[src/common/rv32i_pkg.sv]
package rv32i_pkg;

    localparam int XLEN       = 32;
    localparam int REG_ADDR_W = 5;
    localparam int NUM_REGS   = 32;

    // Fetch starts here out of reset
    localparam logic [XLEN-1:0] RESET_PC = 32'h0000_0000;
    localparam logic [XLEN-1:0] PC_STEP  = 32'd4;

    typedef logic [XLEN-1:0]       word_t;
    typedef logic [REG_ADDR_W-1:0] reg_idx_t;
    typedef logic [XLEN/8-1:0]     mbe_t;

    // Major opcodes of the supported subset
    typedef enum logic [6:0] {
        op_lui   = 7'b0110111,
        op_auipc = 7'b0010111,
        op_imm   = 7'b0010011,
        op_reg   = 7'b0110011,
        op_store = 7'b0100011
    } opcode_e;

    typedef enum logic [3:0] {
        alu_add,
        alu_sub,
        alu_sll,
        alu_slt,
        alu_sltu,
        alu_xor,
        alu_srl,
        alu_sra,
        alu_or,
        alu_and,
        alu_pass_b
    } alu_op_e;

    // Store funct3 encodings
    typedef enum logic [2:0] {
        sb = 3'b000,
        sh = 3'b001,
        sw = 3'b010
    } store_width_e;

    typedef struct packed {
        alu_op_e      alu_op;
        logic         a1_is_pc;
        logic         b_is_imm;
        logic         reg_write;
        logic         mem_write;
        store_width_e store_width;
    } ctrl_t;

    typedef struct packed {
        logic     valid;
        word_t    pc;
        reg_idx_t rs1;
        reg_idx_t rs2;
        reg_idx_t rd;
        word_t    imm;
        ctrl_t    ctrl;
    } if_id_t;

    typedef struct packed {
        if_id_t dec;
        word_t  rs1_data;
        word_t  rs2_data;
    } id_ex_t;

    typedef struct packed {
        logic     valid;
        reg_idx_t rd;
        ctrl_t    ctrl;
        word_t    result;
        word_t    store_data;
        mbe_t     mbe;
    } ex_mem_t;

    // Writeback bus
    typedef struct packed {
        logic     we;
        reg_idx_t rd;
        word_t    data;
    } wb_t;

endpackage

[src/execute/execute_stage.sv]
module execute_stage (
    input  logic                 clk,
    input  logic                 rst_n_i,
    input  rv32i_pkg::if_id_t    if_id_i,
    input  rv32i_pkg::word_t     rs1_data_i,
    input  rv32i_pkg::word_t     rs2_data_i,
    input  rv32i_pkg::word_t     fwd_a_i,
    input  rv32i_pkg::word_t     fwd_b_i,
    input  logic                 fwd_a_sel_i,
    input  logic                 fwd_b_sel_i,
    output rv32i_pkg::reg_idx_t  id_ex_rs1_o,
    output rv32i_pkg::reg_idx_t  id_ex_rs2_o,
    output rv32i_pkg::ex_mem_t   ex_mem_o
);
    import rv32i_pkg::*;

    id_ex_t  id_ex_q;
    ex_mem_t ex_mem_d;
    ex_mem_t ex_mem_q;
    ctrl_t   ctrl;
    word_t   src_a;
    word_t   src_b;
    word_t   op_a;
    word_t   op_b;
    word_t   alu_res;
    mbe_t    mbe;

    // ID/EX register
    always_ff @(posedge clk or negedge rst_n_i) begin
        if (!rst_n_i) begin
            id_ex_q <= '0;
        end else begin
            id_ex_q.dec      <= if_id_i;
            id_ex_q.rs1_data <= rs1_data_i;
            id_ex_q.rs2_data <= rs2_data_i;
        end
    end

    assign ctrl        = id_ex_q.dec.ctrl;
    assign id_ex_rs1_o = id_ex_q.dec.rs1;
    assign id_ex_rs2_o = id_ex_q.dec.rs2;

    // Forwarded values win over the register file read
    assign src_a = fwd_a_sel_i ? fwd_a_i : id_ex_q.rs1_data;
    assign src_b = fwd_b_sel_i ? fwd_b_i : id_ex_q.rs2_data;

    assign op_a = ctrl.a1_is_pc ? id_ex_q.dec.pc : src_a;
    assign op_b = ctrl.b_is_imm ? id_ex_q.dec.imm : src_b;

    always_comb begin
        case (ctrl.alu_op)
            alu_add:    alu_res = op_a + op_b;
            alu_sub:    alu_res = op_a - op_b;
            alu_sll:    alu_res = op_a << op_b[4:0];
            alu_slt:    alu_res = {31'd0, $signed(op_a) < $signed(op_b)};
            alu_sltu:   alu_res = {31'd0, op_a < op_b};
            alu_xor:    alu_res = op_a ^ op_b;
            alu_srl:    alu_res = op_a >> op_b[4:0];
            alu_sra:    alu_res = $unsigned($signed(op_a) >>> op_b[4:0]);
            alu_or:     alu_res = op_a | op_b;
            alu_and:    alu_res = op_a & op_b;
            alu_pass_b: alu_res = op_b;
            default:    alu_res = op_a + op_b;
        endcase
    end

    // Byte lanes from store width and the low address bits
    always_comb begin
        if (!ctrl.mem_write) begin
            mbe = '0;
        end else begin
            case (ctrl.store_width)
                sb:      mbe = 4'b0001 << alu_res[1:0];
                sh:      mbe = 4'b0011 << alu_res[1:0];
                default: mbe = 4'b1111;
            endcase
        end
    end

    always_comb begin
        ex_mem_d.valid      = id_ex_q.dec.valid;
        ex_mem_d.rd         = id_ex_q.dec.rd;
        ex_mem_d.ctrl       = ctrl;
        ex_mem_d.result     = alu_res;
        ex_mem_d.store_data = src_b;
        ex_mem_d.mbe        = mbe;
    end

    // EX/MEM register
    always_ff @(posedge clk or negedge rst_n_i) begin
        if (!rst_n_i) begin
            ex_mem_q <= '0;
        end else begin
            ex_mem_q <= ex_mem_d;
        end
    end

    assign ex_mem_o = ex_mem_q;

endmodule

[src/execute/forwarding_unit.sv]
module forwarding_unit (
    input  rv32i_pkg::reg_idx_t rs1_i,
    input  rv32i_pkg::reg_idx_t rs2_i,
    input  rv32i_pkg::ex_mem_t  ex_mem_i,
    input  rv32i_pkg::wb_t      wb_i,
    output rv32i_pkg::word_t    fwd_a_o,
    output rv32i_pkg::word_t    fwd_b_o,
    output logic                fwd_a_sel_o,
    output logic                fwd_b_sel_o
);
    import rv32i_pkg::*;

    logic ex_writes;
    logic wb_writes;
    logic ex_hit_a;
    logic ex_hit_b;
    logic wb_hit_a;
    logic wb_hit_b;

    // x0 destinations never forward
    assign ex_writes = ex_mem_i.valid && ex_mem_i.ctrl.reg_write && (ex_mem_i.rd != '0);
    assign wb_writes = wb_i.we && (wb_i.rd != '0);

    assign ex_hit_a = ex_writes && (ex_mem_i.rd == rs1_i);
    assign ex_hit_b = ex_writes && (ex_mem_i.rd == rs2_i);
    assign wb_hit_a = wb_writes && (wb_i.rd == rs1_i);
    assign wb_hit_b = wb_writes && (wb_i.rd == rs2_i);

    // Youngest producer has priority
    assign fwd_a_sel_o = ex_hit_a || wb_hit_a;
    assign fwd_b_sel_o = ex_hit_b || wb_hit_b;
    assign fwd_a_o     = ex_hit_a ? ex_mem_i.result : wb_i.data;
    assign fwd_b_o     = ex_hit_b ? ex_mem_i.result : wb_i.data;

endmodule

[src/rtl/fetch_stage.sv]
module fetch_stage (
    input  logic               clk,
    input  logic               rst_n_i,
    input  rv32i_pkg::word_t   inst_rdata_i,
    output rv32i_pkg::word_t   inst_addr_o,
    output rv32i_pkg::if_id_t  if_id_o
);
    import rv32i_pkg::*;

    word_t    pc_q;
    word_t    rdata_pc_q;
    logic     rvalid_q;
    if_id_t   if_id_q;
    ctrl_t    dec_ctrl;
    logic     dec_valid;
    reg_idx_t dec_rs1;
    reg_idx_t dec_rs2;
    reg_idx_t dec_rd;
    word_t    dec_imm;

    assign inst_addr_o = pc_q;

    // No redirects, so the PC just walks forward
    always_ff @(posedge clk or negedge rst_n_i) begin
        if (!rst_n_i) begin
            pc_q       <= RESET_PC;
            rdata_pc_q <= RESET_PC;
            rvalid_q   <= 1'b0;
        end else begin
            pc_q       <= pc_q + PC_STEP;
            rdata_pc_q <= pc_q;
            // Word on the bus is only meaningful one cycle after the first fetch
            rvalid_q   <= 1'b1;
        end
    end

    instr_decoder u_decoder (
        .instr_i (inst_rdata_i),
        .ctrl_o  (dec_ctrl),
        .valid_o (dec_valid),
        .rs1_o   (dec_rs1),
        .rs2_o   (dec_rs2),
        .rd_o    (dec_rd),
        .imm_o   (dec_imm)
    );

    // IF/ID register
    always_ff @(posedge clk or negedge rst_n_i) begin
        if (!rst_n_i) begin
            if_id_q <= '0;
        end else begin
            if_id_q.valid <= rvalid_q && dec_valid;
            if_id_q.pc    <= rdata_pc_q;
            if_id_q.rs1   <= dec_rs1;
            if_id_q.rs2   <= dec_rs2;
            if_id_q.rd    <= dec_rd;
            if_id_q.imm   <= dec_imm;
            if_id_q.ctrl  <= dec_ctrl;
        end
    end

    assign if_id_o = if_id_q;

endmodule

[src/rtl/instr_decoder.sv]
module instr_decoder (
    input  rv32i_pkg::word_t    instr_i,
    output rv32i_pkg::ctrl_t    ctrl_o,
    output logic                valid_o,
    output rv32i_pkg::reg_idx_t rs1_o,
    output rv32i_pkg::reg_idx_t rs2_o,
    output rv32i_pkg::reg_idx_t rd_o,
    output rv32i_pkg::word_t    imm_o
);
    import rv32i_pkg::*;

    opcode_e    opcode;
    logic [2:0] funct3;
    logic       alt;
    word_t      imm_i_type;
    word_t      imm_s_type;
    word_t      imm_u_type;

    // funct7 bit 5 picks sub and sra; sub only exists in register form
    function automatic alu_op_e alu_decode(input logic [2:0] f3, input logic f7b5,
                                           input logic is_reg);
        alu_op_e op;
        case (f3)
            3'b000:  op = (is_reg && f7b5) ? alu_sub : alu_add;
            3'b001:  op = alu_sll;
            3'b010:  op = alu_slt;
            3'b011:  op = alu_sltu;
            3'b100:  op = alu_xor;
            3'b101:  op = f7b5 ? alu_sra : alu_srl;
            3'b110:  op = alu_or;
            default: op = alu_and;
        endcase
        return op;
    endfunction

    assign opcode = opcode_e'(instr_i[6:0]);
    assign funct3 = instr_i[14:12];
    assign alt    = instr_i[30];

    assign imm_i_type = {{20{instr_i[31]}}, instr_i[31:20]};
    assign imm_s_type = {{20{instr_i[31]}}, instr_i[31:25], instr_i[11:7]};
    assign imm_u_type = {instr_i[31:12], 12'h000};

    always_comb begin
        ctrl_o             = '0;
        ctrl_o.alu_op      = alu_add;
        ctrl_o.store_width = store_width_e'(funct3);
        valid_o            = 1'b1;
        rs1_o              = instr_i[19:15];
        rs2_o              = instr_i[24:20];
        rd_o               = instr_i[11:7];
        imm_o              = imm_i_type;
        case (opcode)
            op_lui: begin
                ctrl_o.alu_op    = alu_pass_b;
                ctrl_o.b_is_imm  = 1'b1;
                ctrl_o.reg_write = 1'b1;
                imm_o            = imm_u_type;
                rs1_o            = '0;
                rs2_o            = '0;
            end
            op_auipc: begin
                ctrl_o.a1_is_pc  = 1'b1;
                ctrl_o.b_is_imm  = 1'b1;
                ctrl_o.reg_write = 1'b1;
                imm_o            = imm_u_type;
                rs1_o            = '0;
                rs2_o            = '0;
            end
            op_imm: begin
                ctrl_o.alu_op    = alu_decode(funct3, alt, 1'b0);
                ctrl_o.b_is_imm  = 1'b1;
                ctrl_o.reg_write = 1'b1;
                rs2_o            = '0;
            end
            op_reg: begin
                ctrl_o.alu_op    = alu_decode(funct3, alt, 1'b1);
                ctrl_o.reg_write = 1'b1;
            end
            op_store: begin
                // Address is rs1 + S immediate, rs2 carries the data
                ctrl_o.b_is_imm  = 1'b1;
                ctrl_o.mem_write = 1'b1;
                imm_o            = imm_s_type;
                valid_o          = funct3 inside {3'b000, 3'b001, 3'b010};
            end
            default: begin
                valid_o = 1'b0;
                rs1_o   = '0;
                rs2_o   = '0;
            end
        endcase
    end

endmodule

[src/rtl/mem_wb_stage.sv]
module mem_wb_stage (
    input  logic                clk,
    input  logic                rst_n_i,
    input  rv32i_pkg::ex_mem_t  ex_mem_i,
    output logic                data_write_o,
    output rv32i_pkg::word_t    data_addr_o,
    output rv32i_pkg::mbe_t     data_mbe_o,
    output rv32i_pkg::word_t    data_wdata_o,
    output rv32i_pkg::wb_t      wb_o
);
    import rv32i_pkg::*;

    wb_t wb_q;

    // Memory takes the write in the cycle it is presented
    assign data_write_o = ex_mem_i.valid && ex_mem_i.ctrl.mem_write;
    assign data_addr_o  = {ex_mem_i.result[XLEN-1:2], 2'b00};
    assign data_mbe_o   = ex_mem_i.mbe;
    // Move byte and half data into the addressed lane
    assign data_wdata_o = ex_mem_i.store_data << {ex_mem_i.result[1:0], 3'b000};

    // MEM/WB register
    always_ff @(posedge clk or negedge rst_n_i) begin
        if (!rst_n_i) begin
            wb_q <= '0;
        end else begin
            wb_q.we   <= ex_mem_i.valid && ex_mem_i.ctrl.reg_write;
            wb_q.rd   <= ex_mem_i.rd;
            wb_q.data <= ex_mem_i.result;
        end
    end

    assign wb_o = wb_q;

endmodule

[src/rtl/regfile.sv]
module regfile (
    input  logic                clk,
    input  logic                rst_n_i,
    input  rv32i_pkg::reg_idx_t rs1_i,
    input  rv32i_pkg::reg_idx_t rs2_i,
    input  rv32i_pkg::wb_t      wb_i,
    output rv32i_pkg::word_t    rs1_data_o,
    output rv32i_pkg::word_t    rs2_data_o
);
    import rv32i_pkg::*;

    word_t regs_q [NUM_REGS];

    // x0 is never written
    always_ff @(posedge clk or negedge rst_n_i) begin
        if (!rst_n_i) begin
            for (int i = 0; i < NUM_REGS; i++) begin
                regs_q[i] <= '0;
            end
        end else if (wb_i.we && (wb_i.rd != '0)) begin
            regs_q[wb_i.rd] <= wb_i.data;
        end
    end

    // Same-cycle write is visible to the read, covers a producer three ahead
    function automatic word_t read_port(input reg_idx_t idx);
        word_t data;
        if (idx == '0) begin
            data = '0;
        end else if (wb_i.we && (wb_i.rd == idx)) begin
            data = wb_i.data;
        end else begin
            data = regs_q[idx];
        end
        return data;
    endfunction

    always_comb begin
        rs1_data_o = read_port(rs1_i);
        rs2_data_o = read_port(rs2_i);
    end

endmodule

[src/rtl/rv32i_core.sv]
module rv32i_core (
    input  logic              clk,
    input  logic              rst_n_i,
    input  rv32i_pkg::word_t  inst_rdata_i,
    output rv32i_pkg::word_t  inst_addr_o,
    output logic              data_write_o,
    output rv32i_pkg::word_t  data_addr_o,
    output rv32i_pkg::mbe_t   data_mbe_o,
    output rv32i_pkg::word_t  data_wdata_o
);
    import rv32i_pkg::*;

    if_id_t   if_id;
    ex_mem_t  ex_mem;
    wb_t      wb;
    word_t    rs1_data;
    word_t    rs2_data;
    word_t    fwd_a;
    word_t    fwd_b;
    logic     fwd_a_sel;
    logic     fwd_b_sel;
    reg_idx_t id_ex_rs1;
    reg_idx_t id_ex_rs2;

    fetch_stage u_fetch (
        .clk          (clk),
        .rst_n_i      (rst_n_i),
        .inst_rdata_i (inst_rdata_i),
        .inst_addr_o  (inst_addr_o),
        .if_id_o      (if_id)
    );

    // Register reads happen while the instruction sits in IF/ID
    regfile u_regfile (
        .clk        (clk),
        .rst_n_i    (rst_n_i),
        .rs1_i      (if_id.rs1),
        .rs2_i      (if_id.rs2),
        .wb_i       (wb),
        .rs1_data_o (rs1_data),
        .rs2_data_o (rs2_data)
    );

    execute_stage u_execute (
        .clk         (clk),
        .rst_n_i     (rst_n_i),
        .if_id_i     (if_id),
        .rs1_data_i  (rs1_data),
        .rs2_data_i  (rs2_data),
        .fwd_a_i     (fwd_a),
        .fwd_b_i     (fwd_b),
        .fwd_a_sel_i (fwd_a_sel),
        .fwd_b_sel_i (fwd_b_sel),
        .id_ex_rs1_o (id_ex_rs1),
        .id_ex_rs2_o (id_ex_rs2),
        .ex_mem_o    (ex_mem)
    );

    forwarding_unit u_forward (
        .rs1_i       (id_ex_rs1),
        .rs2_i       (id_ex_rs2),
        .ex_mem_i    (ex_mem),
        .wb_i        (wb),
        .fwd_a_o     (fwd_a),
        .fwd_b_o     (fwd_b),
        .fwd_a_sel_o (fwd_a_sel),
        .fwd_b_sel_o (fwd_b_sel)
    );

    mem_wb_stage u_mem_wb (
        .clk          (clk),
        .rst_n_i      (rst_n_i),
        .ex_mem_i     (ex_mem),
        .data_write_o (data_write_o),
        .data_addr_o  (data_addr_o),
        .data_mbe_o   (data_mbe_o),
        .data_wdata_o (data_wdata_o),
        .wb_o         (wb)
    );

endmodule

[config.mk]
export PLATFORM = sky130hd
export DESIGN_NAME = rv32i_core
export DESIGN_NICKNAME = d
export VERILOG_FILES = /design/src/common/rv32i_pkg.sv /design/src/execute/execute_stage.sv /design/src/execute/forwarding_unit.sv /design/src/rtl/fetch_stage.sv /design/src/rtl/instr_decoder.sv /design/src/rtl/mem_wb_stage.sv /design/src/rtl/regfile.sv /design/src/rtl/rv32i_core.sv
export SDC_FILE = /design/constraint.sdc
export NUM_CORES = 2
export LEC_CHECK = 0
export BUFFER_PORTS_ARGS = -buffer_cell sky130_fd_sc_hd__buf_4
export CORE_ASPECT_RATIO = 0.5
export CORE_MARGIN = 4
export CORE_UTILIZATION = 50
export CTS_CLUSTER_SIZE = 16
export DETAILED_ROUTE_END_ITERATION = 8
export PLACE_DENSITY_LB_ADDON = 0.12
export SLEW_MARGIN = 5
export SYNTH_ARGS = -nofsm -noshare
export SYNTH_HDL_FRONTEND = slang
export SYNTH_SLANG_ARGS = --single-unit
[constraint.sdc]
create_clock -name clk -period 13.7 [get_ports clk]
set_input_delay 0.685 -clock clk [delete_from_list [all_inputs] [get_ports clk]]
set_output_delay 0.685 -clock clk [all_outputs]
set_load 0.005 [all_outputs]
# Yosys cells after proc, flatten, opt, wreduce, memory -nomap -nowiden

Index checks and enable logic that the tools add are counted.

Add/subtract/negate cells: 3
$lt $le $gt $ge: 6
Eq/ne operators: 28
Shift operators: 6
Mux-type cells: 35
Bitwise operators: 6
Reductions and logical operators: 26

Operator list:

| operator                                                        | number |
|---|---|
| 1024-bit bitwise mux                                            | 1 |
| 32-bit 2-to-1 mux                                               | 15 |
| 32-bit binary-select mux with 5-bit select                      | 2 |
| 32-bit case mux with 10 select lines                            | 1 |
| 32-bit demux with 5-bit select                                  | 1 |
| 32-bit < comparator                                             | 2 |
| 32-bit by 5-bit << shifter with 32-bit output                   | 2 |
| 31-bit case mux with 2 select lines                             | 1 |
| 4-bit case mux with 7 select lines                              | 2 |
| 32-bit by 3-bit adder with 32-bit output, second input constant | 1 |
| 32-bit adder                                                    | 1 |
| 32-bit AND                                                      | 1 |
| 32-bit OR                                                       | 1 |
| 32-bit by 5-bit right shift with 32-bit output                  | 1 |
| 32-bit by 5-bit >>> shifter with 32-bit output                  | 1 |
| 32-bit subtractor                                               | 1 |
| 32-bit bitwise XOR                                              | 1 |
| 5-bit == test                                                   | 6 |
| 7-bit by 6-bit == test with 1-bit output, second input constant | 3 |
| 6-bit >= comparator, second input constant                      | 3 |
| 5-bit inverter with 6-bit output                                | 3 |
| 4-bit by 3-bit == test with 1-bit output, second input constant | 4 |
| 7-bit by 5-bit == test with 1-bit output, second input constant | 2 |
| 4-bit == test, second input constant                            | 3 |
| 23 further kinds                                                | 51 |

Bits in registers: 1,449
Input bits: 34
Output and inout bits: 101
Word-level logic and storage cells: 181

# Depth between registers and ports, before layout

Depth in word-level cells: 11
Mapped depth: 26
Mapped depth without buffers: 21

# Hierarchy

A second synthesis with hierarchy kept.

Cell total of the unflattened synthesis: 6,209
Area total of the unflattened synthesis: 79,931.7 um2

Modules (own cells, without submodules):

| module          | instances | cells an instance | area an instance (um2) | seq. area each (um2) |
|---|---|---|---|---|
| regfile         | 1         | 3,868             | 55,560.8               | 25,624.6 |
| execute_stage   | 1         | 1,759             | 16,199.3               | 6,005.8 |
| fetch_stage     | 1         | 237               | 4,391.7                | 3,753.6 |
| mem_wb_stage    | 1         | 142               | 1,786.7                | 950.9 |
| forwarding_unit | 1         | 102               | 1,308.8                | 0.0 |
| instr_decoder   | 1         | 101               | 684.4                  | 0.0 |

# Least setup slack after synthesis

OpenSTA, ideal clock, no wires.

Path type: register to register
Start: reg u_mem_wb.wb_q, in the netlist u_mem_wb.wb_o[33]
End: reg u_execute.ex_mem_q, in the netlist u_execute.ex_mem_o[62]
Library setup time: 0.131 ns
Arrival time: 5.710 ns
Data required time: 13.569 ns
Setup slack: 7.859 ns
Cell stages (with the launch flop): 27
Buffers on the path: 7
Period minus slack after synthesis: 5.841 ns
Cell sequence: dfrtp_1 > buf_6 > xor2_1 > or4b_1 > buf_2 > o21ai_0 > a31oi_1 > mux2i_1 > buf_2 > inv_1 > buf_2 > buf_2 > buf_2 > clkbuf_1 > fa_1 > nand2b_1 > a21oi_1 > o31a_1 > or4b_2 > a31oi_1 > o21ai_0 > a21o_1 > a2111oi_0 > nor2_1 > a221o_1 > o21ai_0 > nand3_1

RTL lines:

| what                 | RTL line            | text |
|---|---|---|
| start, declared      | mem_wb_stage.sv:13  | `wb_t wb_q;` |
| end signal, assigned | execute_stage.sv:94 | `ex_mem_q <= ex_mem_d;` |
| end, declared        | execute_stage.sv:19 | `ex_mem_t ex_mem_q;` |

# Final worst setup path

Start: reg u_mem_wb.wb_q, in the netlist u_mem_wb.wb_o[33]
End: reg u_execute.ex_mem_q, in the netlist u_execute.ex_mem_o[65]

Longest elaborated chain between the ends: 8
Elaborated cells between the ends (all ways): 21
Classes of those cells: add/sub: 2; eq/ne: 2; shift: 3; mux: 5; bitwise: 3; reduce/logical: 6

Ends and longest elaborated chain:

| what                                   | RTL line                                     | text |
|---|---|---|
| 5-bit nonzero test                     | forwarding_unit.sv:22                        | `assign wb_writes = wb_i.we && (wb_i.rd != '0);` |
| 1-bit logical AND                      | forwarding_unit.sv:22                        |  |
| 1-bit logical AND (on tied branches)   | forwarding_unit.sv:26, forwarding_unit.sv:27 |  |
| 1-bit logical OR (on tied branches)    | forwarding_unit.sv:30, forwarding_unit.sv:31 |  |
| 32-bit 2-to-1 mux (on tied branches)   | execute_stage.sv:44, execute_stage.sv:45     |  |
| 32-bit 2-to-1 mux (on tied branches)   | execute_stage.sv:47, execute_stage.sv:48     |  |
| 32-bit adder (tied with other cells)   | execute_stage.sv:52, execute_stage.sv:63     |  |
| 32-bit case mux with 10 select lines * | execute_stage.sv:51                          | `case (ctrl.alu_op)` |
| named net u_execute.alu_res[29]        | execute_stage.sv:25                          | `word_t alu_res;` |

Mark *: on every way through the listed nets, which the timed path passes. The rest lies on a longest branch.
A chain may end at the register's enable or synchronous reset.

==> flow_summary.yaml <==
place:
  portBuffers: 130
  place_area_um2: 80600
  dp.final_hpwl_um: 168000
  gp_congestion: 1.01
  dp.cells: 7545
sta:
  setup_viol: 0
  max_freq_mhz: 129
  finalCritPeriodShare_pct: 56.5
  setup_tns_ns: 0
  slew_headroom_pct: 12.9
  worstMarginPinSlew_ns: 1.31
  period_needed_ns: 7.74
  whs_ns: 0.0446
  slew_violations: 0
  clock-skew-final_ns: 0.0737
  final_hold_viol_count: 0
  rsz0062_at_grt: "no"
critical_path:
  cp-end-kind: "register"
  crit_required_ns: 14.36
  r2r_cells: 18
  worst-endpoint-arrival_ns: 8.41
  critPathKind: "reg2reg"
  start_kind: "register"
  worstPathMaxFanout: 30
logic_synthesis:
  synth_edf_count: 0
  yosysTopAreaCell: "dfrtp_1"
  yosys_warnings: 0
  avgSynthCellArea_um2: 13.5
  ys_ff_latch: 1441
  yosysMostFrequentCell: "dfrtp_1"
  synthArstFlopShare_pct: 100
  ys_types: 91
  synth.top_cell.area_share_pct: 46.3
  synth_top_flop_cell: "dfrtp_1"
  syn-cell-area_um2: 77900
  synthTopCellsByCount: "dfrtp_1 (1441), mux2_2 (1009), mux4_2 (605), clkbuf_1 (423), mux2i_1 (323)"
  synth-seq-area-share_pct: 46.3
  synth_cells: 5783
  synthTopCellsByArea: "dfrtp_1 (46%), mux4_2 (17%), mux2_2 (15%)"
cts:
  postCtsSetupBuffers: 0
  tritoncts: "done"
  cts_resized: 0
  path_clk_slew_ns: 0.07
  cts_buffer_depth: 4
  cts_root_buf: "clkbuf_16"
  cts_made_buffers: 143
  clk_latency_ns: 0.80
  h-tree-depth: 4
  clock_sinks: 1441
hold_path:
  hold_class: "in2reg"
  whs_path_depth: 1
floorplan:
  design.portCount: 135
  core_area_um2: 155000
  dieArea_um2: 163000
  die_width_um: 566
  fp.dieH_um: 287
  num_rows: 102
  initial_core_util_pct: 50.3
global_routing:
  grt_pass1_wl_um: 388000
  grt_pass1_vias: 53146
  grt_antenna_before_repair: 17
  grt.total_usage_pct: 32.7
  grt_max_degree: 188
  grt.overflow.total: 0
drt:
  via_per_inst: 6.73
  drt_pass1_iterations: 6
  drc: 0
  ant_nets: 0
  drt-initial-drc-count: 5773
  wl_um: 266000
  via_count: 52516
  wl_per_cell_um: 34.1
pwr:
  leakagePower_nw: 38.2
  switching_power_mw: 2.01
  p_total_mw: 8.69
  seqPwrFrac_pct: 49.6
  internal_power_mw: 6.68
  p_clk_share_pct: 47.1
  combPwrFrac_pct: 3.3
  switching_share_pct: 23.1
  ir_drop_mv: 0.0796
  power.density_nw_per_um2: 102
finish:
  final_nets: 5747
  layout-area-overhead-vs-synth_pct: 9.67
  drive_gt1_share_pct: 38.7
  nFillCells: 12622
  fin_area_um2: 85400
  layoutNonFillerInstCount: 7802
run_status:
  status: "finished, final reports clean"
flow_run:
  drv_cap: 0
## cells by family after synthesis
family          count (synthesis)  share of synthesized area [%]
compound gates                796                           6.76
buf+inv                       703                           3.66
fa+ha+maj                     100                           1.63
mux                          1945                           36.4
other cells                     2                        0.00964
xor+xnor                       75                          0.843
flops                        1441                           46.3
simple gates                  721                           4.42
## through the flow
| step | worst slack, ns | util, % |
|---|---|---|
| after detailed placement | 6.09 | 52.1 |
| final | 5.96 | 55.2 |
| after CTS | 6.04 | 55.2 |
| after floorplan | 7.86 | - |
| after global placement | 6.14 | 52.1 |
| after global routing | 5.48 | 55.2 |
## critical path: stages (launching register included)
cell       delay [ns]
dfrtp_1          0.82
nor2_1           0.35
a211o_1          0.39
nor2_2           0.78
o21ai_2          0.47
o221ai_1         0.71
inv_1            0.16
ha_1             0.43
o21ai_0          0.16
a21oi_1          0.16
o21ai_0          0.16
a2111oi_0        1.06
o2111ai_1        0.43
a21boi_0         0.51
nor2_1           0.12
o21ai_0          0.38
or3_1            0.18
a21oi_1          0.06
a311o_1          0.27
## routing by layer
layer / track usage, % / routed length [um]
met3: 9.11 / 24400
met2: 47.4 / 115000
met1: 47.3 / 116000
met5: 0 / 0
met4: 11.5 / 10800
## layout make-up
type                            instances  area (um2)  area share (%)
Antenna cell                            7        17.5          0.0205
Clock buffer                          190        4060            4.75
Clock inverter                         57         673           0.788
Inverter                              105         397           0.464
Multi-Input combinational cell       3642       39300            46.0
Sequential cell                      1441       36100            42.3
Tap cell                             2080        2600            3.05
Timing Repair Buffer                  280        2270            2.65
## flip-flops by register name (all words and copies together), names as in the netlist
name and flops:
u_regfile.regs_q 1024, u_execute.id_ex_q 126, u_fetch.if_id_o 89, u_execute.ex_mem_o 76, u_mem_wb.wb_o 38, u_fetch.inst_addr_o 30
u_fetch.rdata_pc_q 30, u_execute.ctrl 11, u_execute.ex_mem_d 6, u_execute.id_ex_rs1_o 5, u_execute.id_ex_rs2_o 5, u_fetch.rvalid_q 1
## worst paths after layout
check / startpoint / end / slack [ns]
setup / recovery: u_mem_wb.wb_o[33]$_DFF_PN0_ / u_execute.ex_mem_o[65]$_DFF_PN0_ / 5.96
hold / removal: inst_rdata_i[9] / u_fetch.if_id_o[45]$_DFF_PN0_ / 0.04
setup reg to reg: u_mem_wb.wb_o[33]$_DFF_PN0_ / u_execute.ex_mem_o[65]$_DFF_PN0_ / 5.96
hold reg to reg: u_fetch.if_id_o[39]$_DFF_PN0_ / u_execute.id_ex_q[103]$_DFF_PN0_ / 0.32
max in group asynchronous: rst_n_i / u_regfile.regs_q[864]$_DFFE_PN0P_ / 9.79
min in group asynchronous: rst_n_i / u_fetch.rdata_pc_q[28]$_DFF_PN0_ / 0.58
## placed cells by master (no fill, tap or decap), types with 37 or more instances in the layout
cell type / count
dfrtp_1: 1429
mux2_2: 1009
mux4_2: 605
mux2i_1: 320
buf_4: 265
nor2_1: 197
nand2_1: 190
a21oi_1: 186
o21ai_0: 161
clkbuf_16: 145
a211oi_1: 140
inv_1: 99
ha_1: 98
nor2b_1: 61
nand3_1: 56
o221ai_1: 46
xnor2_1: 45
a21o_1: 37
## power groups by stage
stage / Sequential [mW] / Clock, mW / Combinational, mW
floorplan: 4.37 / 0 / 0.133
global placement: 4.39 / 0 / 0.284
detailed placement: 4.39 / 0 / 0.289
CTS: 4.31 / 4.15 / 0.291
global route: 4.31 / 4.33 / 0.317
finish: 4.31 / 4.09 / 0.289
## what timing repair did
item                       CTS  global route
hold buffers                 3             0
setup endpoints to repair    0             0
hold endpoints to repair   144             0
Note: power is estimated with default switching activity, not from simulation.
